--- config.mk ---
export PLATFORM = sky130hd
export DESIGN_NAME = result_merge
export DESIGN_NICKNAME = d
export VERILOG_FILES = /design/src/rtl/exec_pkg.sv /design/src/rtl/result_merge.sv
export VERILOG_INCLUDE_DIRS = /design/src /design/src/include
export SDC_FILE = /design/constraint.sdc
export NUM_CORES = 1
export LEC_CHECK = 0
export ABC_AREA = 1
export BUFFER_PORTS_ARGS = -buffer_cell sky130_fd_sc_hd__buf_4
export CORE_MARGIN = 8
export CORE_UTILIZATION = 41
export DETAILED_ROUTE_END_ITERATION = 10
export HOLD_SLACK_MARGIN = 0.02
export PLACE_DENSITY = 0.8
export SLEW_MARGIN = 20
export SYNTH_ARGS = -nofsm -noshare
export SYNTH_HDL_FRONTEND = slang
export SYNTH_SLANG_ARGS = --single-unit
--- constraint.sdc ---
create_clock -name clk_g -period 3 [get_ports clk_g]
set_input_delay 0.45 -clock clk_g [delete_from_list [all_inputs] [get_ports clk_g]]
set_output_delay 0.45 -clock clk_g [all_outputs]
set_load 0.005 [all_outputs]
--- src/include/exec_settings.svh ---
`ifndef EXEC_SETTINGS_SVH
`define EXEC_SETTINGS_SVH

// Operand and result width
`define EXEC_VALUE_W 64

// Destination tag, taken from the rt field
`define EXEC_TAG_W 6

// Instruction word and its immediate field
`define EXEC_INSN_W 32
`define EXEC_IMM_W 19

// Cycles from issue strobe to result strobe
`define EXEC_LATENCY 5

`endif

--- src/rtl/exec_pkg.sv ---
`default_nettype none

package exec_pkg;

	`include "exec_settings.svh"

	typedef logic [`EXEC_VALUE_W-1:0] value_t;
	typedef logic [`EXEC_TAG_W-1:0] tag_t;

	// ==============================
	// Instruction encodings
	// ==============================

	typedef enum logic [6:0] {
		R2    = 7'h02,
		ADDI  = 7'h04,
		SUBFI = 7'h05,
		ANDI  = 7'h08,
		ORI   = 7'h09,
		XORI  = 7'h0A,
		CMPI  = 7'h0B,
		CMPUI = 7'h0C,
		SLTI  = 7'h0D,
		SEQI  = 7'h0E,
		MULI  = 7'h10,
		MULUI = 7'h11
	} opcode_e;

	// Function field of the register form
	typedef enum logic [5:0] {
		ADD   = 6'h04,
		SUB   = 6'h05,
		AND   = 6'h08,
		OR    = 6'h09,
		XOR   = 6'h0A,
		MUX   = 6'h0C,
		MUL   = 6'h10,
		MULH  = 6'h11,
		MULU  = 6'h12,
		MULUH = 6'h13
	} func_e;

	typedef struct packed {
		logic [`EXEC_INSN_W-`EXEC_TAG_W-14:0] rsvd;
		func_e func;
		tag_t rt;
		opcode_e opcode;
	} r_form_t;

	typedef struct packed {
		logic [`EXEC_IMM_W-1:0] imm;
		tag_t rt;
		opcode_e opcode;
	} i_form_t;

	// Opcode and rt sit at the same bits in both views
	typedef union packed {
		r_form_t r_form;
		i_form_t i_form;
	} insn_u;

	// ==============================
	// Stage payloads
	// ==============================

	typedef struct packed {
		insn_u insn;
		value_t a;
		value_t b;
		value_t c;
	} issue_t;

	// ALU operations after decode
	typedef enum logic [3:0] {
		ALU_ZERO,
		ALU_ADD,
		ALU_SUB,
		ALU_AND,
		ALU_OR,
		ALU_XOR,
		ALU_MUX,
		ALU_CMP,
		ALU_CMPU,
		ALU_SLT,
		ALU_SEQ
	} alu_op_e;

	typedef struct packed {
		alu_op_e op;
		value_t a;
		value_t b;
		value_t c;
		tag_t tag;
	} alu_req_t;

	typedef struct packed {
		value_t a;
		value_t b;
		logic a_signed;
		logic b_signed;
		logic high;
		tag_t tag;
	} mul_req_t;

	typedef struct packed {
		tag_t tag;
		value_t val;
		logic ovf;
	} unit_res_t;

	typedef struct packed {
		tag_t tag;
		value_t val;
		logic ovf;
	} result_t;

endpackage

`default_nettype wire

--- src/rtl/result_merge.sv ---
`timescale 1ns/100ps
`default_nettype none

module result_merge (
	input  wire logic                clk_g,
	input  wire logic                rst_i,
	input  wire logic                alu_stb_i,
	input  wire exec_pkg::unit_res_t alu_res_i,
	input  wire logic                mul_stb_i,
	input  wire exec_pkg::unit_res_t mul_res_i,
	output      logic                result_stb_o,
	output      exec_pkg::result_t   result_o
);

	exec_pkg::unit_res_t sel;

	// Equal path latency, so only one unit strobes per cycle
	assign sel = mul_stb_i ? mul_res_i : alu_res_i;

	always_ff @(posedge clk_g) begin
		if (rst_i)
			result_stb_o <= 1'b0;
		else
			result_stb_o <= alu_stb_i | mul_stb_i;
	end

	always_ff @(posedge clk_g) begin
		if (alu_stb_i | mul_stb_i) begin
			result_o.tag <= sel.tag;
			result_o.val <= sel.val;
			result_o.ovf <= sel.ovf;
		end
	end

endmodule

`default_nettype wire

==> results by stage <==
GRT:
- The via count of the first global-routing pass is 2,856.
- The total congestion overflow is 0.
- The initial antenna violation count was 0.
- In the global route stage, overall resource usage came out at 0.1708.
- The first global-routing pass estimated 13,700 µm of wire.
- The maximum number of pins on one net before global-route repair is 72.

Finish:
- The post-route cell area is 4964 µm².
- For this run, the post-layout net count is 666.
- The finished layout holds 624 standard cells, fillers aside.
- The growth of design area from synthesis to finish is 59.51%.
- The filler cell count is 587.
- 0 antenna diodes ended up in the layout.
- The share of cells above drive strength 1 is 0.4457.

Drt:
- The length of the first detailed-routing pass in iterations is 4.
- For this block, the routed nets add up to 9562 µm of wire.
- The detailed-route via count is 2,798.
- The post-route met1 wirelength is 3229 µm.
- The total DRC errors in the routed layout is 0.
- The average wire per standard cell is 15.32 µm.
- The met3 routed wirelength is 1116 µm.
- In the routed layout, each cell is associated on average with a via count of 4.484.
- The initial detailed-routing violation count is 52.
- The amount of wire on met2 after detailed routing is 5031 µm.
- The count of nets left with antenna violations after detail routing is 0.
- The highest metal layer with signal wires is met4.

Synth:
- For this run, the number of Yosys warnings is 0.
- Of the total synthesized cell area, the portion taken by XOR and XNOR cells is 0.
- The share of synthesized area in the top cell type comes to 0.6852.
- The adder and majority gate portion of the synthesized area is 0.
- Counting flops and latches in the post-synthesis netlist gives 72.
- Sorting the synthesized cells by area gives the leading types as sky130_fd_sc_hd__edfxtp_1 (69%), sky130_fd_sc_hd__nand2_1 (26%), sky130_fd_sc_hd__buf_6 (2.9%).
- The mean instance size in the synthesized netlist is 10.24 µm².
- Of the total synthesized cell area, the portion taken by AND, OR, NAND and NOR gates is 0.2593.
- The synthesized area is 3112 µm².
- The combinational family with the most area after synthesis is simple AND/OR/NAND/NOR gates.
- The share of the Yosys chip area taken by registers is 0.6916.
- The number of distinct library cell variants in the gate-level netlist after synthesis is 9.
- Measured against the total synthesized area, the mux share comes to 0.
- The number of nets produced by synthesis is 450.
- The post-synthesis compound-gate area fraction is 0.
- The number of instances in the synthesized netlist is 304.
- sky130_fd_sc_hd__edfxtp_1 takes more of the synthesized area than any other cell.

Power and ir drop:
- For this design the ratio of total power to cell area is 507.7 nW/µm².
- The internal portion of the total power is 1.976 mW.
- The leakage power is 2.542 nW.
- In this run the power spent charging and discharging nets is 0.5441 mW.
- The maximum resistive drop on vdd is 0.3005 mV.
- The share of total power dissipated in sequential elements is 0.501.
- Of the total power, the share spent switching nets is 0.2159.
- The combinational cell fraction of total power is 0.185.
- Of the total power, the clock network draws 0.314.
- Overall power consumption after layout is estimated at 2.520 mW.

Clock network:
- The number of buffers inserted during clock tree synthesis is 9.
- TritonCTS built the clock tree.
- The longest clock path from root to sink contains 2 buffers.
- The buffer count from post-CTS setup fixing is 0.
- Buffers inserted to repair hold after CTS numbered 0.
- The cell sitting at the root of the clock tree is a sky130_fd_sc_hd__clkbuf_8.
- Gates resized during post-CTS repair numbered 0.
- The TritonCTS sink count is 72.
- The H-tree depth reported by CTS is 3.
- The clock slew seen by the registers of the worst setup and hold paths is 0.06 ns.

Floorplan:
- The number of rows in the core area is 31.
- The floorplan step set the die width to 103.1 µm.
- The chip height is 103.1 µm.
- For this design the top-level I/O count stands at 218.
- For this configuration, the core starts out at a cell density of 0.4267.
- The die covers 10,630 µm².
- In this run the standard cell core region covers 7292 µm².

STA:
- The final count of negative-setup-slack endpoints is 0.
- For the pin with the worst max-slew slack, the measured transition is 0.5119 ns.
- Setup repair after global routing left no endpoint under its margin.
- The worst hold slack after final layout is 0.2744 ns.
- The post-layout minimum cycle time is 1.584 ns.
- Measured against its own limit, the worst slew margin works out to 0.6588.
- The max-slew violation count came to 0.
- The final hold violation count was 0.
- Of the available clock period, the critical path in the final layout requires 0.5280.
- For the final routed database, the setup TNS stands at 0 ns.
- Static timing analysis puts the maximum clock frequency at 631.3 MHz.

Worst hold path:
- The launch point of the worst hold path is rst_i.
- The terminating pin of the worst hold path is result_stb_o.
- The number of cells traversed by the worst hold path is 2.
- The class of the worst hold path is input port to flop.

Placed design:
- The total placed instance area is 4760 µm².
- The count of buffers inserted at the top-level ports is 217.
- The detailed-placement wirelength estimate is 7425 µm.
- The final weighted congestion in routability-driven placement is 0.8231.
- The instance count after placement with tap cells included is 608.

Worst setup path:
- STA classifies the critical path endpoint as a flop.
- The worst setup path is launched from an input port.
- The cell type with the highest occurrence count on the critical path is sky130_fd_sc_hd__buf_4.
- The maximum cell stage delay along the critical path is 0.41 ns.
- Walking the worst path, the cells encountered are buf_4, nor2_1, inv_2, buf_4.
- The worst-path maximum fanout is 48.
- The arrival time of data at the critical path endpoint is 1.57 ns.
- The critical path in this run is classified as input port to flop.
- Among all stages on the critical path, the largest delay is contributed by sky130_fd_sc_hd__buf_4.
- The critical path data required time is 2.98 ns.

Outcome:
- The run finished with clean final reports.

Flow run:
- The count of maximum capacitance violations is 0.
==> flip-flops by register name (all words and copies together) (netlist names) <==
register	flops
result_o	71
result_stb_o	1
==> logic make-up (layout without fill, tap and decap cells) <==
logic type | after synthesis | in the layout
simple gates | 215 | 215
flops | 72 | 72
buf+inv | 17 | 238
==> final cells by class <==
type	instances	area (µm²)	share of cell area
sequential	72	2152	0.4336
timing repair buffer	220	1664	0.3353
multi-input combinational	215	807.0	0.1626
clock buffer	12	135.1	0.02722
tap	99	123.9	0.02496
clock inverter	4	68.82	0.01386
inverter	2	12.51	0.002521
==> worst max-delay path, delay by kind of cell <==
family                 cells  cell delay (ns)
AND/OR/NAND/NOR            1             0.15
buffers and inverters      3             0.95
==> cells in the final DEF (no fill, tap or decap) <==
| master | count |
|---|---|
| sky130_fd_sc_hd__dfxtp_1 | 1 |
| sky130_fd_sc_hd__nor2_1 | 2 |
| sky130_fd_sc_hd__nand2_1 | 213 |
| sky130_fd_sc_hd__inv_2 | 1 |
| sky130_fd_sc_hd__edfxtp_1 | 71 |
| sky130_fd_sc_hd__clkinv_1 | 1 |
| sky130_fd_sc_hd__buf_4 | 219 |
| sky130_fd_sc_hd__clkinv_2 | 1 |
| sky130_fd_sc_hd__bufinv_16 | 2 |
| sky130_fd_sc_hd__buf_12 | 1 |
| sky130_fd_sc_hd__clkbuf_1 | 3 |
| sky130_fd_sc_hd__inv_6 | 1 |
| sky130_fd_sc_hd__clkbuf_8 | 9 |
==> synth_stat cells <==
| master | instances |
|---|---|
| sky130_fd_sc_hd__buf_2 | 1 |
| sky130_fd_sc_hd__buf_4 | 6 |
| sky130_fd_sc_hd__buf_6 | 8 |
| sky130_fd_sc_hd__dfxtp_1 | 1 |
| sky130_fd_sc_hd__edfxtp_1 | 71 |
| sky130_fd_sc_hd__inv_1 | 1 |
| sky130_fd_sc_hd__inv_6 | 1 |
| sky130_fd_sc_hd__nand2_1 | 213 |
| sky130_fd_sc_hd__nor2_1 | 2 |
==> per-layer routing <==
| metal | vias up | GRT usage |
|---|---|---|
| li1 | 1405 | - |
| met1 | 1239 | 0.1697 |
| met2 | 139 | 0.3102 |
| met3 | 15 | 0.06482 |
| met4 | 0 | 0.07341 |
| met5 | - | 0 |
==> per-stage QoR <==
stage / worst slack [ns] / utilization
CTS: 1.420 / 0.6807
detailed placement: 1.064 / 0.6527
finish: 1.416 / 0.6807
floorplan: 0.5624 / -
global placement: 1.116 / 0.6527
global route: 1.283 / 0.6807
==> power groups by stage <==
stage	sequential (mW)	combinational, mW	clock, mW
6_report	1.26	0.465	0.792
5_1_grt	1.27	0.508	0.852
4_1_cts	1.26	0.474	0.812
3_5_place_dp	1.28	0.472	0
3_3_place_gp	1.28	0.463	0
2_1_floorplan	1.30	0.116	0
==> how the worst max path moves through the flow <==
stage | startpoint | to
3_3_place_gp | mul_stb_i | result_o[29]
5_1_grt | mul_stb_i | result_o[36]
2_1_floorplan | mul_stb_i | result_o[0]
4_1_cts | mul_stb_i | result_o[30]
3_5_place_dp | mul_stb_i | result_o[35]
6_report | mul_stb_i | result_o[35]
Power figures use the tool's default switching activity.
