===== src/include/exec_settings.svh =====
`ifndef EXEC_SETTINGS_SVH
`define EXEC_SETTINGS_SVH

// Operand and result width
`define EXEC_VALUE_W 64

// Destination tag, taken from the rt field
`define EXEC_TAG_W 6

// Instruction word and its immediate field
`define EXEC_INSN_W 32
`define EXEC_IMM_W 19

// Cycles from issue strobe to result strobe
`define EXEC_LATENCY 5

`endif


===== src/rtl/exec_pkg.sv =====
`default_nettype none

package exec_pkg;

	`include "exec_settings.svh"

	typedef logic [`EXEC_VALUE_W-1:0] value_t;
	typedef logic [`EXEC_TAG_W-1:0] tag_t;

	// ==============================
	// Instruction encodings
	// ==============================

	typedef enum logic [6:0] {
		R2    = 7'h02,
		ADDI  = 7'h04,
		SUBFI = 7'h05,
		ANDI  = 7'h08,
		ORI   = 7'h09,
		XORI  = 7'h0A,
		CMPI  = 7'h0B,
		CMPUI = 7'h0C,
		SLTI  = 7'h0D,
		SEQI  = 7'h0E,
		MULI  = 7'h10,
		MULUI = 7'h11
	} opcode_e;

	// Function field of the register form
	typedef enum logic [5:0] {
		ADD   = 6'h04,
		SUB   = 6'h05,
		AND   = 6'h08,
		OR    = 6'h09,
		XOR   = 6'h0A,
		MUX   = 6'h0C,
		MUL   = 6'h10,
		MULH  = 6'h11,
		MULU  = 6'h12,
		MULUH = 6'h13
	} func_e;

	typedef struct packed {
		logic [`EXEC_INSN_W-`EXEC_TAG_W-14:0] rsvd;
		func_e func;
		tag_t rt;
		opcode_e opcode;
	} r_form_t;

	typedef struct packed {
		logic [`EXEC_IMM_W-1:0] imm;
		tag_t rt;
		opcode_e opcode;
	} i_form_t;

	// Opcode and rt sit at the same bits in both views
	typedef union packed {
		r_form_t r_form;
		i_form_t i_form;
	} insn_u;

	// ==============================
	// Stage payloads
	// ==============================

	typedef struct packed {
		insn_u insn;
		value_t a;
		value_t b;
		value_t c;
	} issue_t;

	// ALU operations after decode
	typedef enum logic [3:0] {
		ALU_ZERO,
		ALU_ADD,
		ALU_SUB,
		ALU_AND,
		ALU_OR,
		ALU_XOR,
		ALU_MUX,
		ALU_CMP,
		ALU_CMPU,
		ALU_SLT,
		ALU_SEQ
	} alu_op_e;

	typedef struct packed {
		alu_op_e op;
		value_t a;
		value_t b;
		value_t c;
		tag_t tag;
	} alu_req_t;

	typedef struct packed {
		value_t a;
		value_t b;
		logic a_signed;
		logic b_signed;
		logic high;
		tag_t tag;
	} mul_req_t;

	typedef struct packed {
		tag_t tag;
		value_t val;
		logic ovf;
	} unit_res_t;

	typedef struct packed {
		tag_t tag;
		value_t val;
		logic ovf;
	} result_t;

endpackage

`default_nettype wire


===== src/rtl/int_alu.sv =====
`timescale 1ns/100ps
`default_nettype none

`include "exec_settings.svh"

module int_alu (
	input  wire logic               clk_g,
	input  wire logic               rst_i,
	input  wire logic               alu_stb_i,
	input  wire exec_pkg::alu_req_t alu_req_i,
	output      logic               res_stb_o,
	output      exec_pkg::unit_res_t res_o
);

	// Decode and merge registers take two of the cycles
	localparam int DEPTH = `EXEC_LATENCY - 2;

	exec_pkg::value_t a;
	exec_pkg::value_t b;
	exec_pkg::value_t c;
	exec_pkg::value_t alu_val;
	logic lt_s;
	logic lt_u;
	logic eq;

	logic [DEPTH-1:0] stb_q;
	exec_pkg::unit_res_t res_q [DEPTH];

	assign a = alu_req_i.a;
	assign b = alu_req_i.b;
	assign c = alu_req_i.c;

	assign lt_s = $signed(a) < $signed(b);
	assign lt_u = a < b;
	assign eq = a == b;

	// ==============================
	// Operation select
	// ==============================

	always_comb begin
		case (alu_req_i.op)
			exec_pkg::ALU_ADD: alu_val = a + b + c;
			exec_pkg::ALU_SUB: alu_val = a - b;
			exec_pkg::ALU_AND: alu_val = a & b & c;
			exec_pkg::ALU_OR:  alu_val = a | b | c;
			exec_pkg::ALU_XOR: alu_val = a ^ b ^ c;
			// Bit from b where a is set, else from c
			exec_pkg::ALU_MUX: alu_val = (a & b) | (~a & c);
			// Three-way compare gives -1, 0 or 1
			exec_pkg::ALU_CMP: begin
				if (lt_s)
					alu_val = '1;
				else if (eq)
					alu_val = '0;
				else
					alu_val = exec_pkg::value_t'(1);
			end
			exec_pkg::ALU_CMPU: begin
				if (lt_u)
					alu_val = '1;
				else if (eq)
					alu_val = '0;
				else
					alu_val = exec_pkg::value_t'(1);
			end
			exec_pkg::ALU_SLT: alu_val = exec_pkg::value_t'(lt_s);
			exec_pkg::ALU_SEQ: alu_val = exec_pkg::value_t'(eq);
			default: alu_val = '0;
		endcase
	end

	// ==============================
	// Delay to common latency
	// ==============================

	always_ff @(posedge clk_g) begin
		if (rst_i)
			stb_q <= '0;
		else
			stb_q <= {stb_q[DEPTH-2:0], alu_stb_i};
	end

	always_ff @(posedge clk_g) begin
		res_q[0].tag <= alu_req_i.tag;
		res_q[0].val <= alu_val;
		res_q[0].ovf <= 1'b0;
		for (int i = 1; i < DEPTH; i++)
			res_q[i] <= res_q[i-1];
	end

	assign res_stb_o = stb_q[DEPTH-1];
	assign res_o = res_q[DEPTH-1];

endmodule

`default_nettype wire


===== config.mk =====
export PLATFORM = sky130hd
export DESIGN_NAME = int_alu
export DESIGN_NICKNAME = d
export VERILOG_FILES = /design/src/rtl/exec_pkg.sv /design/src/rtl/int_alu.sv
export VERILOG_INCLUDE_DIRS = /design/src /design/src/include
export SDC_FILE = /design/constraint.sdc
export NUM_CORES = 1
export LEC_CHECK = 0
export BUFFER_PORTS_ARGS = -buffer_cell sky130_fd_sc_hd__buf_2
export CAP_MARGIN = 20
export CELL_PAD_IN_SITES_DETAIL_PLACEMENT = 1
export CELL_PAD_IN_SITES_GLOBAL_PLACEMENT = 2
export CORE_MARGIN = 4
export CORE_UTILIZATION = 35
export DETAILED_ROUTE_END_ITERATION = 6
export PLACE_DENSITY = 0.81
export SKIP_CTS_REPAIR_TIMING = 1
export SLEW_MARGIN = 20
export SYNTH_ARGS = -nofsm -noshare
export SYNTH_HDL_FRONTEND = slang
export SYNTH_SLANG_ARGS = --single-unit

===== constraint.sdc =====
create_clock -name clk_g -period 4.4 [get_ports clk_g]
set_input_delay 0.22 -clock clk_g [delete_from_list [all_inputs] [get_ports clk_g]]
set_output_delay 0.22 -clock clk_g [all_outputs]
set_load 0.01 [all_outputs]

==> impl_metrics.tcl <==
set metrics [dict create \
    nFillCells 6543 \
    crit_family "compound AO/OA/AOI/OAI gates" \
    intPower_mw 4.74 \
    synth-seq-cells 213 \
    fin_worst_skew_ns 0.0179 \
    seq_area_frac_synth 0.220 \
    p_comb_frac 0.410 \
    cts_root_buf "clkbuf_16" \
    ios 277 \
    syn-cell-area_mm2 0.0194 \
    rr_endpoint "stb_q[1]" \
    synthCells 2356 \
    grtUsageTotal 0.250 \
    power_density_mw_per_mm2 346 \
    synth_top_area_frac 0.220 \
    finalMaxSlewViolations 0 \
    num_vias 18700 \
    syn_avg_cell_area_um2 8.22 \
    synth_edf_count 0 \
    antenna_found_initial 7 \
    cts.sinks 213 \
    synthTopCellsByCount "ha_1, dfxtp_1, a21oi_1" \
    p_switching_mw 2.99 \
    crit_path_end "res_q[0][58]" \
    design_power_total_mw 7.73 \
    htree_levels 1 \
    worstSetupPathType "in2reg" \
    yosysWarnings 0 \
    arrival_ns 4.57 \
    vias_per_cell 5.67 \
    period_share 0.931 \
    row_count 85 \
    worst-path-stages 15 \
    ir_drop_v 0.000289 \
    crit_buf_inv 2 \
    wire_per_inst_um 23.4 \
    initial_core_util 0.357 \
    whs_ns 0.0101 \
    cts_buffer_depth 3 \
    cts_tree "done" \
    p_sw_frac 0.387 \
    numCtsBuffers 27 \
    rsz0062_at_grt "false" \
    fin_setup_tns_ns 0 \
    fp.dieH_um 243 \
    insertion_delay_ns 0.58 \
    synth_fp_nets 2880 \
    first_iter_violations 1058 \
    synth_cell_types 85 \
    finalNonFillerCells 3289 \
    r2r_start "stb_q[0]" \
    grt_pass1_wl_mm 118 \
    drive_above_1_share 0.167 \
    crit_required_ns 4.88 \
    synthFlopType "dfxtp_1" \
    core-area_mm2 0.0542 \
    synth.area.top_cells "dfxtp_1, ha_1, fa_1, a21oi_1, o21ai_0" \
    drc 0 \
    r2r_slack_ns 3.89 \
    startpoint_type "primary input" \
    clock_power_share 0.293 \
    final_nets 3091 \
    portBuffers 275 \
    syn_to_final_growth_pct 15.4 \
    max_freq_mhz 244 \
    fin_crit_ns 4.10 \
    crit_fanout 4 \
    hold_viol 0 \
    dpl.cell_count 3213 \
    hold_class "in2reg" \
    die_x_um 243 \
    seq_power_share 0.297 \
    worst_slew_pin_slew_ns 1.00 \
    globalRouteOverflowTotal 0 \
    gp_congestion 0.951 \
    grt_pass1_vias 19800 \
    async_flop_share 0 \
    yosysTopAreaCell "dfxtp_1" \
    hpwl_mm 59.9 \
    grt_max_degree 66 \
    max-slew-margin-rel 0.329 \
    synth.most_common_cell "ha_1" \
    cpPeakStageDelay_ns 0.53 \
    path_clk_slew_ns 0.07 \
    cp-startpoint "alu_req_i[7]" \
    die_area_mm2 0.0591 \
    routed_wl_mm 77.0 \
    ant_nets 0 \
    status "completed" \
    drt_first_pass_iters 5 \
    setup_violations 0 \
    ff2ff_path_depth 1 \
    end_kind "flip-flop" \
    path_cells "dlygate4sd3_1 -> buf_2 -> fa_1 -> ha_1 -> fa_1 -> a211oi_1 -> nor3_1 -> nor3_1 -> o21ba_2 -> o21a_4 -> or2_4 -> o31ai_4 -> a311oi_4 -> mux2_4 -> a221o_1" \
    leakage_nw 10.2 \
    drv_cap 0 \
    cpMaxStageDelayCell "dlygate4sd3_1" \
]
flip-flops by register name, indices dropped and copies added, names as in the netlist:
name,flops
stb_q,3
res_q,210
layout by cell type (no fill, tap or decap), types with 32 or more instances in the layout:
| cell type | Yosys | layout |
|---|---|---|
| xor2_1 | 32 | 32 |
| fa_1 | 65 | 65 |
| ha_1 | 254 | 254 |
| nor2_1 | 188 | 186 |
| o21ai_0 | 180 | 180 |
| nand3_1 | 41 | 41 |
| xnor2_1 | 80 | 80 |
| a21o_1 | 38 | 38 |
| dfxtp_1 | 213 | 213 |
| nor2b_1 | 38 | 38 |
| inv_1 | 197 | 197 |
| nand4_1 | 34 | 34 |
| buf_4 | 75 | 65 |
| nand2_1 | 115 | 112 |
| a21oi_1 | 209 | 209 |
| buf_2 | 6 | 275 |
| nor4_1 | 35 | 35 |
worst min path at each step:
stage / cells after the start / from / endpoint / slack (ns)
after global routing: 3 / alu_req_i[199] / res_q[0][1] / 0.03
after global placement: 0 / res_q[0][121] / res_q[0][192] / 0.31
after CTS: 1 / alu_req_i[1] / res_q[0][66] / -0.30
after floorplan: 0 / alu_req_i[0] / res_q[0][65] / 0.25
after detailed placement: 0 / res_q[0][117] / res_q[0][188] / 0.31
final: 3 / alu_req_i[199] / res_q[0][1] / 0.01
cell type report:
| type | count | area (um2) | share of cell area |
|---|---|---|---|
| diodes | 5 | 12.5 | 0.000560 |
| clock buffers | 32 | 724 | 0.0324 |
| clock inverters | 18 | 171 | 0.00767 |
| inverters | 199 | 747 | 0.0334 |
| multi-input cells | 1760 | 13400 | 0.599 |
| flip-flops and latches | 213 | 4260 | 0.191 |
| well taps | 696 | 871 | 0.0390 |
| repair buffers | 366 | 2170 | 0.0974 |
power by group through the flow:
| stage | combinational (mW) | clock (mW) | sequential, mW |
|---|---|---|---|
| finish | 3.17 | 2.26 | 2.30 |
| global route | 3.46 | 2.41 | 2.33 |
| CTS | 3.13 | 2.32 | 2.30 |
| detailed placement | 3.10 | 0 | 2.34 |
| global placement | 3.05 | 0 | 2.33 |
| floorplan | 2.11 | 0 | 2.30 |
layer usage:
layer,routed length [um],GRT usage,up-vias,share of wire
met5,29,0,-,0.00038
met4,2090,0.0687,4,0.027
met3,3280,0.0322,117,0.043
met2,37800,0.445,475,0.49
met1,33900,0.319,9288,0.44
li1,-,-,8767,-
metrics by stage:
step / cell area, um2 / worst slack, ns / utilization
after floorplan: 19400 / 0.636 / -
after global placement: 21200 / 0.0635 / 0.391
after detailed placement: 21200 / 0.128 / 0.391
after CTS: 22100 / 0.724 / 0.408
after global routing: 22300 / 0.0617 / 0.412
final: 22300 / 0.302 / 0.412
cell families after synthesis:
logic type / count (synthesis) / synth area share
AOI/OAI and AO/OA: 753 / 0.256
buffers and inverters: 383 / 0.0918
adders and majority gates: 319 / 0.231
xor gates and xnor gates: 112 / 0.0507
DFF: 213 / 0.220
and+or+nand+nor: 549 / 0.136
other: 1 / 0.000194
muxes: 26 / 0.0138
Power figures use the tool's default switching activity.
