$ cat src/include/exec_settings.svh
`ifndef EXEC_SETTINGS_SVH
`define EXEC_SETTINGS_SVH

// Operand and result width
`define EXEC_VALUE_W 64

// Destination tag, taken from the rt field
`define EXEC_TAG_W 6

// Instruction word and its immediate field
`define EXEC_INSN_W 32
`define EXEC_IMM_W 19

// Cycles from issue strobe to result strobe
`define EXEC_LATENCY 5

`endif

$ cat src/rtl/exec_pkg.sv
`default_nettype none

package exec_pkg;

	`include "exec_settings.svh"

	typedef logic [`EXEC_VALUE_W-1:0] value_t;
	typedef logic [`EXEC_TAG_W-1:0] tag_t;

	// ==============================
	// Instruction encodings
	// ==============================

	typedef enum logic [6:0] {
		R2    = 7'h02,
		ADDI  = 7'h04,
		SUBFI = 7'h05,
		ANDI  = 7'h08,
		ORI   = 7'h09,
		XORI  = 7'h0A,
		CMPI  = 7'h0B,
		CMPUI = 7'h0C,
		SLTI  = 7'h0D,
		SEQI  = 7'h0E,
		MULI  = 7'h10,
		MULUI = 7'h11
	} opcode_e;

	// Function field of the register form
	typedef enum logic [5:0] {
		ADD   = 6'h04,
		SUB   = 6'h05,
		AND   = 6'h08,
		OR    = 6'h09,
		XOR   = 6'h0A,
		MUX   = 6'h0C,
		MUL   = 6'h10,
		MULH  = 6'h11,
		MULU  = 6'h12,
		MULUH = 6'h13
	} func_e;

	typedef struct packed {
		logic [`EXEC_INSN_W-`EXEC_TAG_W-14:0] rsvd;
		func_e func;
		tag_t rt;
		opcode_e opcode;
	} r_form_t;

	typedef struct packed {
		logic [`EXEC_IMM_W-1:0] imm;
		tag_t rt;
		opcode_e opcode;
	} i_form_t;

	// Opcode and rt sit at the same bits in both views
	typedef union packed {
		r_form_t r_form;
		i_form_t i_form;
	} insn_u;

	// ==============================
	// Stage payloads
	// ==============================

	typedef struct packed {
		insn_u insn;
		value_t a;
		value_t b;
		value_t c;
	} issue_t;

	// ALU operations after decode
	typedef enum logic [3:0] {
		ALU_ZERO,
		ALU_ADD,
		ALU_SUB,
		ALU_AND,
		ALU_OR,
		ALU_XOR,
		ALU_MUX,
		ALU_CMP,
		ALU_CMPU,
		ALU_SLT,
		ALU_SEQ
	} alu_op_e;

	typedef struct packed {
		alu_op_e op;
		value_t a;
		value_t b;
		value_t c;
		tag_t tag;
	} alu_req_t;

	typedef struct packed {
		value_t a;
		value_t b;
		logic a_signed;
		logic b_signed;
		logic high;
		tag_t tag;
	} mul_req_t;

	typedef struct packed {
		tag_t tag;
		value_t val;
		logic ovf;
	} unit_res_t;

	typedef struct packed {
		tag_t tag;
		value_t val;
		logic ovf;
	} result_t;

endpackage

`default_nettype wire

$ cat src/rtl/operand_decode.sv
`timescale 1ns/100ps
`default_nettype none

`include "exec_settings.svh"

module operand_decode (
	input  wire logic              clk_g,
	input  wire logic              rst_i,
	input  wire logic              issue_stb_i,
	input  wire exec_pkg::issue_t  issue_i,
	output      logic              alu_stb_o,
	output      exec_pkg::alu_req_t alu_req_o,
	output      logic              mul_stb_o,
	output      exec_pkg::mul_req_t mul_req_o
);

	exec_pkg::opcode_e opc;
	exec_pkg::value_t imm_ext;
	exec_pkg::alu_req_t alu_req_d;
	exec_pkg::mul_req_t mul_req_d;
	logic to_mul;

	assign opc = issue_i.insn.i_form.opcode;

	// Immediate is sign-extended to a full word
	assign imm_ext = {{(`EXEC_VALUE_W-`EXEC_IMM_W){issue_i.insn.i_form.imm[`EXEC_IMM_W-1]}},
		issue_i.insn.i_form.imm};

	always_comb begin
		alu_req_d.op = exec_pkg::ALU_ZERO;
		alu_req_d.a = issue_i.a;
		alu_req_d.b = issue_i.b;
		alu_req_d.c = issue_i.c;
		alu_req_d.tag = issue_i.insn.i_form.rt;
		mul_req_d.a = issue_i.a;
		mul_req_d.b = issue_i.b;
		mul_req_d.a_signed = 1'b1;
		mul_req_d.b_signed = 1'b1;
		mul_req_d.high = 1'b0;
		mul_req_d.tag = issue_i.insn.i_form.rt;
		to_mul = 1'b0;
		case (opc)
			exec_pkg::R2: begin
				case (issue_i.insn.r_form.func)
					exec_pkg::ADD: alu_req_d.op = exec_pkg::ALU_ADD;
					exec_pkg::SUB: alu_req_d.op = exec_pkg::ALU_SUB;
					exec_pkg::AND: alu_req_d.op = exec_pkg::ALU_AND;
					exec_pkg::OR:  alu_req_d.op = exec_pkg::ALU_OR;
					exec_pkg::XOR: alu_req_d.op = exec_pkg::ALU_XOR;
					exec_pkg::MUX: alu_req_d.op = exec_pkg::ALU_MUX;
					exec_pkg::MUL: to_mul = 1'b1;
					exec_pkg::MULH: begin
						to_mul = 1'b1;
						mul_req_d.high = 1'b1;
					end
					exec_pkg::MULU: begin
						to_mul = 1'b1;
						mul_req_d.a_signed = 1'b0;
						mul_req_d.b_signed = 1'b0;
					end
					exec_pkg::MULUH: begin
						to_mul = 1'b1;
						mul_req_d.a_signed = 1'b0;
						mul_req_d.b_signed = 1'b0;
						mul_req_d.high = 1'b1;
					end
					default: alu_req_d.op = exec_pkg::ALU_ZERO;
				endcase
			end
			// Third operand set to the identity of the op
			exec_pkg::ADDI: begin
				alu_req_d.op = exec_pkg::ALU_ADD;
				alu_req_d.b = imm_ext;
				alu_req_d.c = '0;
			end
			// Operands swapped, result is imm - a
			exec_pkg::SUBFI: begin
				alu_req_d.op = exec_pkg::ALU_SUB;
				alu_req_d.a = imm_ext;
				alu_req_d.b = issue_i.a;
			end
			exec_pkg::ANDI: begin
				alu_req_d.op = exec_pkg::ALU_AND;
				alu_req_d.b = imm_ext;
				alu_req_d.c = '1;
			end
			exec_pkg::ORI: begin
				alu_req_d.op = exec_pkg::ALU_OR;
				alu_req_d.b = imm_ext;
				alu_req_d.c = '0;
			end
			exec_pkg::XORI: begin
				alu_req_d.op = exec_pkg::ALU_XOR;
				alu_req_d.b = imm_ext;
				alu_req_d.c = '0;
			end
			exec_pkg::CMPI: begin
				alu_req_d.op = exec_pkg::ALU_CMP;
				alu_req_d.b = imm_ext;
			end
			exec_pkg::CMPUI: begin
				alu_req_d.op = exec_pkg::ALU_CMPU;
				alu_req_d.b = imm_ext;
			end
			exec_pkg::SLTI: begin
				alu_req_d.op = exec_pkg::ALU_SLT;
				alu_req_d.b = imm_ext;
			end
			exec_pkg::SEQI: begin
				alu_req_d.op = exec_pkg::ALU_SEQ;
				alu_req_d.b = imm_ext;
			end
			exec_pkg::MULI: begin
				to_mul = 1'b1;
				mul_req_d.b = imm_ext;
			end
			// Immediate still sign-extended, then taken as unsigned
			exec_pkg::MULUI: begin
				to_mul = 1'b1;
				mul_req_d.b = imm_ext;
				mul_req_d.a_signed = 1'b0;
				mul_req_d.b_signed = 1'b0;
			end
			default: alu_req_d.op = exec_pkg::ALU_ZERO;
		endcase
	end

	always_ff @(posedge clk_g) begin
		if (rst_i) begin
			alu_stb_o <= 1'b0;
			mul_stb_o <= 1'b0;
		end else begin
			alu_stb_o <= issue_stb_i & ~to_mul;
			mul_stb_o <= issue_stb_i & to_mul;
		end
	end

	always_ff @(posedge clk_g) begin
		if (issue_stb_i) begin
			alu_req_o <= alu_req_d;
			mul_req_o <= mul_req_d;
		end
	end

endmodule

`default_nettype wire

$ cat config.mk
export PLATFORM = sky130hd
export DESIGN_NAME = operand_decode
export DESIGN_NICKNAME = d
export VERILOG_FILES = /design/src/rtl/exec_pkg.sv /design/src/rtl/operand_decode.sv
export VERILOG_INCLUDE_DIRS = /design/src /design/src/include
export SDC_FILE = /design/constraint.sdc
export NUM_CORES = 1
export LEC_CHECK = 0
export BUFFER_PORTS_ARGS = -buffer_cell sky130_fd_sc_hd__clkbuf_2
export CAP_MARGIN = 25
export CORE_AREA = 2 2 219 221
export DETAILED_ROUTE_END_ITERATION = 6
export DIE_AREA = 0 0 221 223
export PLACE_DENSITY = 0.6
export SETUP_SLACK_MARGIN = 0.1
export SYNTH_ARGS = -nofsm -noshare
export SYNTH_HDL_FRONTEND = slang
export SYNTH_SLANG_ARGS = --single-unit
$ cat constraint.sdc
create_clock -name clk_g -period 2.5 [get_ports clk_g]
set_input_delay 0.375 -clock clk_g [delete_from_list [all_inputs] [get_ports clk_g]]
set_output_delay 0.375 -clock clk_g [all_outputs]
set_load 0.1 [all_outputs]
==> results by group, run 1 <==
Setup path
  – Crit path depth: 1
  – CP endpoint kind: output pin
  – CP Cell Sequence: clkbuf_2
  – Crit-path leading delay family: buffers and inverters
  – Req. time, crit path: 2.12 ns
  – CP max stage delay: 0.50 ns
  – Critical path capture point: alu_req_o[106]
  – Worst EP arrival: around 1.5 ns
  – Slowest-stage cell, CP: clkbuf_2
  – Critical path launch point type: flop
  – Worst-path fanout max: 1
  – Worst Setup SP: alu_req_o[106]
  – Path type of the worst setup path: reg -> out
  – Buffers and inverters on the worst path: 1

Power
  – PwrDens: between 900 and 1000 mW/mm^2
  – Maximum VDD drop: between 0.5 and 0.6 mV
  – Static leakage: roughly 8.4 nW

Synthesis
  – Cell Area, Synth: about 0.013 mm^2
  – Mean Syn Cell Area: around 16 um^2
  – Top post-synthesis cells by area: edfxtp_1 76%, a21o_1 10%, a221o_1 3.5%
  – Synth Warn #: 0
  – Synth Instances: approximately 810
  – Post-synth top area cell: edfxtp_1
  – Seq/Total Area, Yosys: 0.7633
  – Syn Nets: slightly above 1k
  – Synth unique cells: 42
  – Yosys top cell area share: 0.7602
  – Synth Register Bits: roughly 330

Place
  – Placed insts: around 2k
  – HPWL after DPL: between 20,000 and 30,000 um
  – Final GP Congestion: approximately 0.8
  – Port Buffers: between 500 and 600

Die
  – Initial Util: 0.2782
  – Die W: approximately 220 um
  – Core Rows: 80
  – Core area: 0.04715 mm^2
  – Boundary pin count: ~570
  – Die height: about 220 um
  – Die ar.: ~0.049 mm^2

Timing
  – Worst slew pin tran: 0.6607 ns
  – Max-slew violations: 0
  – Final Cycle Share: 0.7405
  – Slew headroom: 0.5595
  – Final setup viols: 0
  – RSZ-0062 raised after global routing: no
  – Period minus WS final: between 1.5 and 2 ns
  – Final hold viol count: 0
  – Post-route setup TNS: 0 ns
  – Fmax achieved: ~540 MHz

Route
  – Drt pass-1 iters: 5
  – DRC errors left: 0
  – Via count: 9,643
  – Per-cell routed wire length: 20.74 um
  – WL final: 42,030 um
  – Vias per std cell: 4.757
  – Final ANT Viol Nets: 0
  – Drt first-iter violations: about 580

Run
  – Max-Cap Viols: 0

Cells and area
  – Number of diodes: 0
  – Post-Layout Cell Count: 2,027
  – FF/Latch Area: approximately 0.010 mm^2
  – Footprint of the multi-input gates: 0.002736 mm^2
  – Area grow syn2layout: 37.54%
  – Share of layout cells above drive strength 1: 0.4745
  – Final #Nets: ~1.6k
  – Fillers: approximately 4.5k

Global route
  – Gr usage total: 0.1640
  – Initial antenna violation count: 9
  – First-pass GRT wire length: 61,580 um
  – Largest net degree at the start of global routing: 70
  – Grt total ovfl: 0
  – Vias in the first global route: just under 10k

Min path
  – Worst Hold Class: in -> reg
  – Hold path startpoint: issue_i[152]

Clock network
  – Clk root buf: clkbuf_16
  – Post-CTS setup buffers: 0
  – Deepest clock path buffer count: 3
  – CTS tree: built
  – Clock net sink count: about 330
  – Num CTS Buffers: 37
  – H-tree depth: 2
  – Clk slew on worst S/H paths: around 0.05 ns

Status
  – Outcome: finished clean
## cell families (layout without fill, tap and decap cells)
logic type	Yosys count	after routing	synth area share
buffers and inverters	75	680	0.03044
DFF	334	334	0.7633
AOI/OAI and AO/OA	259	259	0.1579
and+or+nand+nor	137	137	0.04685
muxes	1	1	0.0008586
xor gates and xnor gates	1	1	0.0006680
## worst min-delay path by stage
stage | cells past startpoint | slack [ns] | endpoint
after floorplan | 0 | 0.47 | mul_req_o[0]
after global placement | 1 | 0.56 | mul_req_o[2]
after detailed placement | 1 | 0.56 | mul_req_o[3]
after CTS | 1 | 0.001 | mul_req_o[97]
after global routing | 1 | 0.02 | mul_req_o[76]
final | 1 | 0.04 | mul_req_o[97]
## layout make-up
| cell class | instances | area share |
|---|---|---|
| clock buffers | 42 | 0.05237 |
| clock inverters | 26 | 0.01145 |
| inverters | 2 | 0.0004162 |
| multi-input cells | 398 | 0.1517 |
| flip-flops and latches | 334 | 0.5549 |
| well taps | 615 | 0.04266 |
| repair buffers | 610 | 0.1865 |
## sequential cells by signal, summed over array words and instances, names as in the netlist
register   flops
mul_req_o    136
alu_req_o    196
mul_stb_o      1
alu_stb_o      1
## cells in the final DEF (no fill, tap or decap), types with 6 or more instances in the layout
cell type      synthesis  routed
clkbuf_2               0     566
edfxtp_1             332     332
a21o_1               175     175
nand2_1              109     109
a221o_1               46      46
clkbuf_16              0      37
buf_4                 10      22
a22o_1                18      18
buf_12                 0      14
clkinv_1               0      11
dlygate4sd3_1          0       7
nor2_1                 6       6
## power by group
part           total [mW]  internal, mW  switching, mW
logic                4.61         0.635           3.98
registers            6.83          6.69          0.143
clock network        5.21          2.95           2.27
total                16.7          10.3           6.38
## repair_timing
action	in CTS	in global routing
hold buffers	7	0
gates resized for setup	0	0
endpoints found under the hold margin	7	0
## synthesized netlist by cell type (all sizes together)
library cell / number
or3: 1
nor4b: 1
o211ai: 1
and4b: 1
or3b: 2
o32ai: 3
a21o: 175
and4: 1
edfxtp: 332
a22oi: 1
nand2: 109
and2: 3
nand4: 1
o21ai: 6
o21bai: 1
a21boi: 1
nor3: 3
a22o: 18
inv: 2
mux2: 1
nor2: 6
dfxtp: 2
or4b: 1
nand2b: 2
clkbuf: 26
buf: 47
nand4b: 1
xor2: 1
a221o: 46
nor2b: 2
a21oi: 6
nor4: 2
a211oi: 1
or4: 1
## metrics by stage
step	hold WS [ns]	utilization	cell area, um^2	setup WS [ns]	total power, mW
6_report	0.03551	0.3826	18040	0.6489	16.66
5_1_grt	0.01502	0.3826	18040	0.6325	17.11
4_1_cts	0.001483	0.3826	18040	0.6194	16.80
3_5_place_dp	0.5580	0.3567	16820	0.3434	11.56
3_3_place_gp	0.5560	0.3567	16820	0.3490	11.54
2_1_floorplan	0.4739	-	13110	0.5895	10.61
## layer usage
layer	part of all wire	global-route usage	vias to the layer above	routed length, um
met5	0.0026	0	-	109
met3	0.10	0.06493	86	4373
li1	-	-	4299	-
met2	0.48	0.2708	526	20300
met4	0.030	0.05932	18	1265
met1	0.38	0.1933	4714	15980
Power figures use the tool's default switching activity.
==> inputs of run 2 (changes only) <==
Clock period 2.5 ns to 1.9 ns, I/O delays scaled along.
==> run 2 against run 1 <==
Compared with the run above:
- sequential cell count unchanged
- combinational power up 36%
- sequential power up 31%
- total power up 33%
- non-clock buffer count up 115
- worst hold slack worse by 0.014 ns
- largest power group unchanged
- first-iteration DRC count up 3.7%
- die area unchanged
- via count up 4.3%
- design area up 6.4%
==> results by group, run 2 (synthesized netlist as in run 1, its figures left out) <==
Clock network
  – Post-CTS setup buffers: 0 (unchanged)
  – Clk root buf: clkbuf_16 (unchanged)
  – Num CTS Buffers: 37 (unchanged)
  – H-tree depth: 2 (unchanged)
  – Clock net sink count: 334 (unchanged)
  – Deepest clock path buffer count: 3 (unchanged)
  – CTS tree: built (unchanged)
  – Clk slew on worst S/H paths: 0.06 ns (was 0.05 ns)
  – CTS resizes: 0 (unchanged)

Cells and area
  – Number of diodes: 0 (unchanged)
  – Biggest regs: alu_req_o x196, mul_req_o x136 (unchanged)
  – Share of layout cells above drive strength 1: 0.4543 (was 0.4745)
  – Most frequent cells in the layout: 566 x clkbuf_2, 332 x edfxtp_1, 175 x a21o_1, 109 x nand2_1, 97 x dlygate4sd3_1 (was 566 x clkbuf_2, 332 x edfxtp_1, 175 x a21o_1, 109 x nand2_1, 46 x a221o_1)
  – Final #Nets: 1,725 (was 1,610)
  – Most common cell after layout, fill and taps aside: clkbuf_2 (unchanged)
  – Footprint of the multi-input gates: 0.002744 mm^2 (was 0.002736 mm^2)
  – Area grow syn2layout: 46.30% (was 37.54%)
  – Max reg flops: 196 (unchanged)
  – FF/Latch Area: 0.01001 mm^2 (unchanged)
  – Top reg by flops: alu_req_o (unchanged)
  – Fillers: 4,444 (was 4,524)
  – Core Util, Final: 0.4070 (was 0.3826)

Place
  – HPWL after DPL: 30,500 um (was 29,880 um)
  – Final GP Congestion: 0.8001 (was 0.8169)
  – Port Buffers: 567 (unchanged)
  – Pre-CTS setup slack: -0.1046 ns (was 0.3434 ns)

Die
  – Core area: 0.04715 mm^2 (unchanged)
  – Initial Util: 0.2782 (unchanged)
  – Die height: 223 um (unchanged)
  – Boundary pin count: 568 (unchanged)
  – Die ar.: 0.04928 mm^2 (unchanged)
  – Core Rows: 80 (unchanged)
  – Die W: 221 um (unchanged)

Power
  – Clock share of power: 0.310 (was 0.313)
  – Sw Ratio: 0.3750 (was 0.3833)
  – PwrDens: 1152 mW/mm^2 (was 923.4 mW/mm^2)
  – Sequential share of power: 0.406 (was 0.410)
  – Static leakage: 8.901 nW (was 8.381 nW)
  – P_sw: 8.291 mW (was 6.384 mW)
  – Int Pwr: 13.82 mW (was 10.27 mW)
  – Maximum VDD drop: 0.9855 mV (was 0.5899 mV)
  – Combinational share of power: 0.284 (was 0.277)

Setup path
  – Critical path launch point type: flop (unchanged)
  – Path type of the worst setup path: reg -> out (unchanged)
  – Worst-path fanout max: 1 (unchanged)
  – Slowest-stage cell, CP: clkbuf_2 (unchanged)
  – Req. time, crit path: 1.62 ns (was 2.12 ns)
  – Worst EP arrival: 1.40 ns (was 1.48 ns)
  – CP Cell Sequence: clkbuf_2 (unchanged)
  – Crit-path leading delay family: buffers and inverters (unchanged)
  – Buffers and inverters on the worst path: 1 (unchanged)
  – CP endpoint kind: output pin (unchanged)
  – CP max stage delay: 0.53 ns (was 0.50 ns)

Timing
  – Fmax achieved: a little under 600 MHz
  – RSZ-0062 raised after global routing: no (unchanged)
  – Max-slew violations: 0 (unchanged)
  – Slew headroom: 0.5437 (was 0.5595)
  – Final Cycle Share: 0.8856
  – Final WS setup: 0.2174 ns (was 0.6489 ns)
  – Final hold viol count: 0 (unchanged)
  – Final setup viols: 0 (unchanged)
  – Period minus WS final: 1.683 ns
  – Worst slew pin tran: 0.6873 ns (was 0.6607 ns)

Route
  – Via count: 10.05k (was 9,643)
  – Drt pass-1 iters: 5 (unchanged)
  – Vias per std cell: 4.706 (was 4.757)
  – Drt first-iter violations: 596 (was 575)
  – DRC errors left: 0 (unchanged)
  – Final ANT Viol Nets: 0 (unchanged)
  – Per-cell routed wire length: 20.45 um (was 20.74 um)
  – WL final: 43,680 um (was 42,030 um)

Run
  – Max-Cap Viols: 0 (unchanged)

Global route
  – Vias in the first global route: 10.46k (was 9,623)
  – Grt total ovfl: 0 (unchanged)
  – Initial antenna violation count: 1 (was 9)
  – First-pass GRT wire length: 64,050 um (was 61,580 um)
  – Gr usage total: 0.1697 (was 0.1640)
  – Largest net degree at the start of global routing: 66 (was 70)

Status
  – Outcome: finished clean (unchanged)

Min path
  – Worst Hold Class: in -> reg (unchanged)
run 2: cell types whose count changed in the layout (fill, tap and decap cells not counted), sizes merged:
cell / change
buf: +25
clkbuf: +3
clkinv: -5
bufinv: +1
inv: -2
dlygate4sd3: +90
clkinvlp: -3
run 2: path summary, 6_finish.rpt:
check                         to  slack (ns)  depth (start not counted)      startpoint
setup / recovery  mul_req_o[126]        0.22                          1  mul_req_o[126]
hold / removal    mul_req_o[129]        0.02                          1    issue_i[184]
run 2: metrics by stage:
step | area [um^2] | total power, mW | hold slack [ns] | TNS (ns) | cells
6_report | 19190 | 22.11 | 0.02155 | 0 | 2136
5_1_grt | 19190 | 22.74 | 0.001372 | 0 | 2136
4_1_cts | 19180 | 22.29 | 0.0001154 | 0 | 2135
3_5_place_dp | 17090 | 15.26 | 0.4646 | -0.1975 | 1977
3_3_place_gp | 17090 | 15.22 | 0.4630 | -0.05955 | 1977
2_1_floorplan | 13140 | 13.97 | 0.3839 | 0 | 807
run 2: power by group through the flow:
stage	registers, mW	clock network [mW]	logic [mW]
2_1_floorplan	13.5	0	0.492
3_3_place_gp	9.11	0	6.11
3_5_place_dp	9.13	0	6.13
4_1_cts	8.99	7.01	6.29
5_1_grt	9.03	7.28	6.43
6_report	8.98	6.85	6.28
run 2: layer usage:
layer	routed length (um)	GRT usage
met1	17220	0.2017
met2	21420	0.2892
met3	3979	0.05847
met4	1046	0.05283
met5	14	0
run 2: area by class of cell:
class                   count  share of cell area
clock buffers              45             0.05087
repair buffers            725              0.2359
flip-flops and latches    334              0.5217
multi-input cells         398              0.1430
well taps                 615             0.04011
inverters                   2           0.0003913
clock inverters            17            0.007956
run 2: timing repair:
item	CTS	global route
hold buffers	96	1
endpoints found under the setup margin	0	0
endpoints found under the hold margin	96	1
==> inputs of run 3 (changes only) <==
Settings changed: SETUP_SLACK_MARGIN 0.1 to 0.3.
==> run 3 against run 2 <==
Compared with the run above:
- sequential cell count is the same
- clock power decreased by 1%
- core utilization up 2.4 points
- total power up 1.3%
- die area unchanged
- final cell count up 0.98%
- wire length is 3.5% higher
- critical endpoint is now mul_req_o[90]
- via count rose by 0.96%
==> results by group, run 3 (synthesized netlist as in run 1, its figures left out) <==
Die
  – Die ar.: 0.04928 mm^2 (unchanged)
  – Core Rows: 80 (unchanged)
  – Initial Util: 0.2782 (unchanged)
  – Core area: 0.04715 mm^2 (unchanged)
  – Die height: 223 um (unchanged)
  – Boundary pin count: 568 (unchanged)
  – Die W: 221 um (unchanged)

Setup path
  – CP endpoint kind: output pin (unchanged)
  – Slowest-stage cell, CP: edfxtp_1 (was clkbuf_2)
  – Buffers and inverters on the worst path: 1 (unchanged)
  – Crit-path leading delay family: flip-flops (was buffers and inverters)
  – Req. time, crit path: 1.62 ns (about the same)
  – CP max stage delay: 0.49 ns (was 0.53 ns)
  – CP Cell Sequence: clkbuf_16 (was clkbuf_2)
  – Worst-path fanout max: 1 (unchanged)
  – Path type of the worst setup path: reg -> out (unchanged)
  – Critical path launch point type: flop (unchanged)
  – Worst Setup SP: mul_req_o[90] (was mul_req_o[126])
  – Worst EP arrival: 1.28 ns (was 1.40 ns)

Route
  – Drt first-iter violations: 602 (was 596)
  – Vias per std cell: 4.706 (about the same)
  – Via count: 10.15k (was 10.05k)
  – DRC errors left: 0 (unchanged)
  – Per-cell routed wire length: 20.95 um (was 20.45 um)
  – Final ANT Viol Nets: 0 (unchanged)
  – WL final: 45,190 um (was 43,680 um)
  – Drt pass-1 iters: 5 (unchanged)

Timing
  – Final hold viol count: 0 (unchanged)
  – RSZ-0062 raised after global routing: yes (was no)
  – Max-slew violations: 0 (unchanged)
  – Post-route setup TNS: 0 ns (unchanged)
  – Final Cycle Share: 0.8245 (was 0.8856)
  – Period minus WS final: 1.567 ns (was 1.683 ns)
  – Slew headroom: 0.6522 (was 0.5437)
  – Final setup viols: 0 (unchanged)
  – WHS: 0.02350 ns (was 0.02155 ns)
  – Fmax achieved: 638.3 MHz (was 594.3 MHz)
  – Worst slew pin tran: 0.5217 ns (was 0.6873 ns)

Global route
  – Gr usage total: 0.1743 (was 0.1697)
  – Vias in the first global route: 10.50k (was 10.46k)
  – First-pass GRT wire length: 65,860 um (was 64,050 um)
  – Initial antenna violation count: 2 (was 1)
  – Largest net degree at the start of global routing: 84 (was 66)
  – Grt total ovfl: 0 (unchanged)

Cells and area
  – Cell area after layout: 0.02031 mm^2 (was 0.01919 mm^2)
  – Final #Nets: 1,744 (was 1,725)
  – Footprint of the multi-input gates: 0.002774 mm^2 (was 0.002744 mm^2)
  – Max reg flops: 196 (unchanged)
  – Area grow syn2layout: 54.89% (was 46.30%)
  – Share of layout cells above drive strength 1: 0.4455 (was 0.4543)
  – Fillers: 4,299 (was 4,444)
  – Most frequent cells in the layout: 335 x clkbuf_4, 332 x edfxtp_1, 225 x clkbuf_2, 175 x a21o_1, 125 x dlygate4sd3_1 (was 566 x clkbuf_2, 332 x edfxtp_1, 175 x a21o_1, 109 x nand2_1, 97 x dlygate4sd3_1)
  – Biggest regs: alu_req_o x196, mul_req_o x136 (unchanged)
  – Number of diodes: 0 (unchanged)
  – Top reg by flops: alu_req_o (unchanged)
  – FF/Latch Area: 0.01001 mm^2 (unchanged)
  – Most common cell after layout, fill and taps aside: clkbuf_4 (was clkbuf_2)

Min path
  – Worst Hold Class: in -> reg (unchanged)
  – Hold path startpoint: issue_i[171] (was issue_i[184])

Clock network
  – Clk slew on worst S/H paths: 0.06 ns (about the same)
  – Clock net sink count: 334 (unchanged)
  – Clk root buf: clkbuf_16 (unchanged)
  – Num CTS Buffers: 36 (was 37)
  – CTS tree: built (unchanged)
  – Deepest clock path buffer count: 3 (unchanged)
  – H-tree depth: 2 (unchanged)

Status
  – Outcome: finished clean (unchanged)

Place
  – HPWL after DPL: 31,100 um (was 30,500 um)
  – Final GP Congestion: 0.8263 (was 0.8001)
  – Port Buffers: 567 (unchanged)
  – Placement Cell Area: 0.01706 mm^2 (was 0.01709 mm^2)

Power
  – Static leakage: 9.143 nW (was 8.901 nW)
  – PwrDens: 1103 mW/mm^2 (was 1152 mW/mm^2)
  – Maximum VDD drop: 0.9231 mV (was 0.9855 mV)

Run
  – Max-Cap Viols: 0 (unchanged)
## run 3: cell count changes in the layout (fill, tap and decap cells not counted), moves of 2 or more
cell	previous run	this run
clkbuf_2	566	225
clkbuf_4	0	335
dlygate4sd3_1	97	125
buf_4	41	34
clkbuf_1	6	11
clkinv_1	8	4
inv_6	0	3
clkinv_2	5	3
o32ai_1	3	1
o32ai_2	0	2
## run 3: metal layers
metal,GRT usage,share of wire,vias to the layer above
met5,0,0.00060,-
met1,0.2067,0.39,4947
met3,0.05637,0.086,77
met4,0.05672,0.028,4
met2,0.2992,0.50,555
li1,-,-,4567
## run 3: final timing paths
path        endpoint  slack, ns  depth (start not counted)
max    mul_req_o[90]       0.33                          1
min   mul_req_o[116]       0.02                          1
## run 3: cell type report
| cell class | count | area share |
|---|---|---|
| repair buffers | 745 | 0.2779 |
| inverters | 2 | 0.0003696 |
| well taps | 615 | 0.03788 |
| flip-flops and latches | 334 | 0.4928 |
| clock buffers | 48 | 0.04762 |
| multi-input cells | 398 | 0.1366 |
| clock inverters | 15 | 0.006899 |
## run 3: power by group
group	internal (mW)	switching (mW)
Clock	3.87	2.89
Sequential	8.80	0.188
Combinational	1.34	5.32
Total	14.0	8.39
## run 3: timing repair
action	CTS	global route
endpoints found under the hold margin	126	0
gates resized for setup	347	2
endpoints found under the setup margin	341	3
setup buffers	0	0
hold buffers	125	0
## run 3: through the flow
step | std cells | util | power (mW) | setup WS (ns)
after global placement | 1969 | 0.3618 | 15.24 | -0.004794
after floorplan | 807 | - | 13.99 | 0.1590
after global routing | 2157 | 0.4308 | 22.98 | 0.2621
after CTS | 2157 | 0.4308 | 22.58 | 0.2128
after detailed placement | 1969 | 0.3618 | 15.28 | -0.03827
final | 2157 | 0.4308 | 22.40 | 0.3334
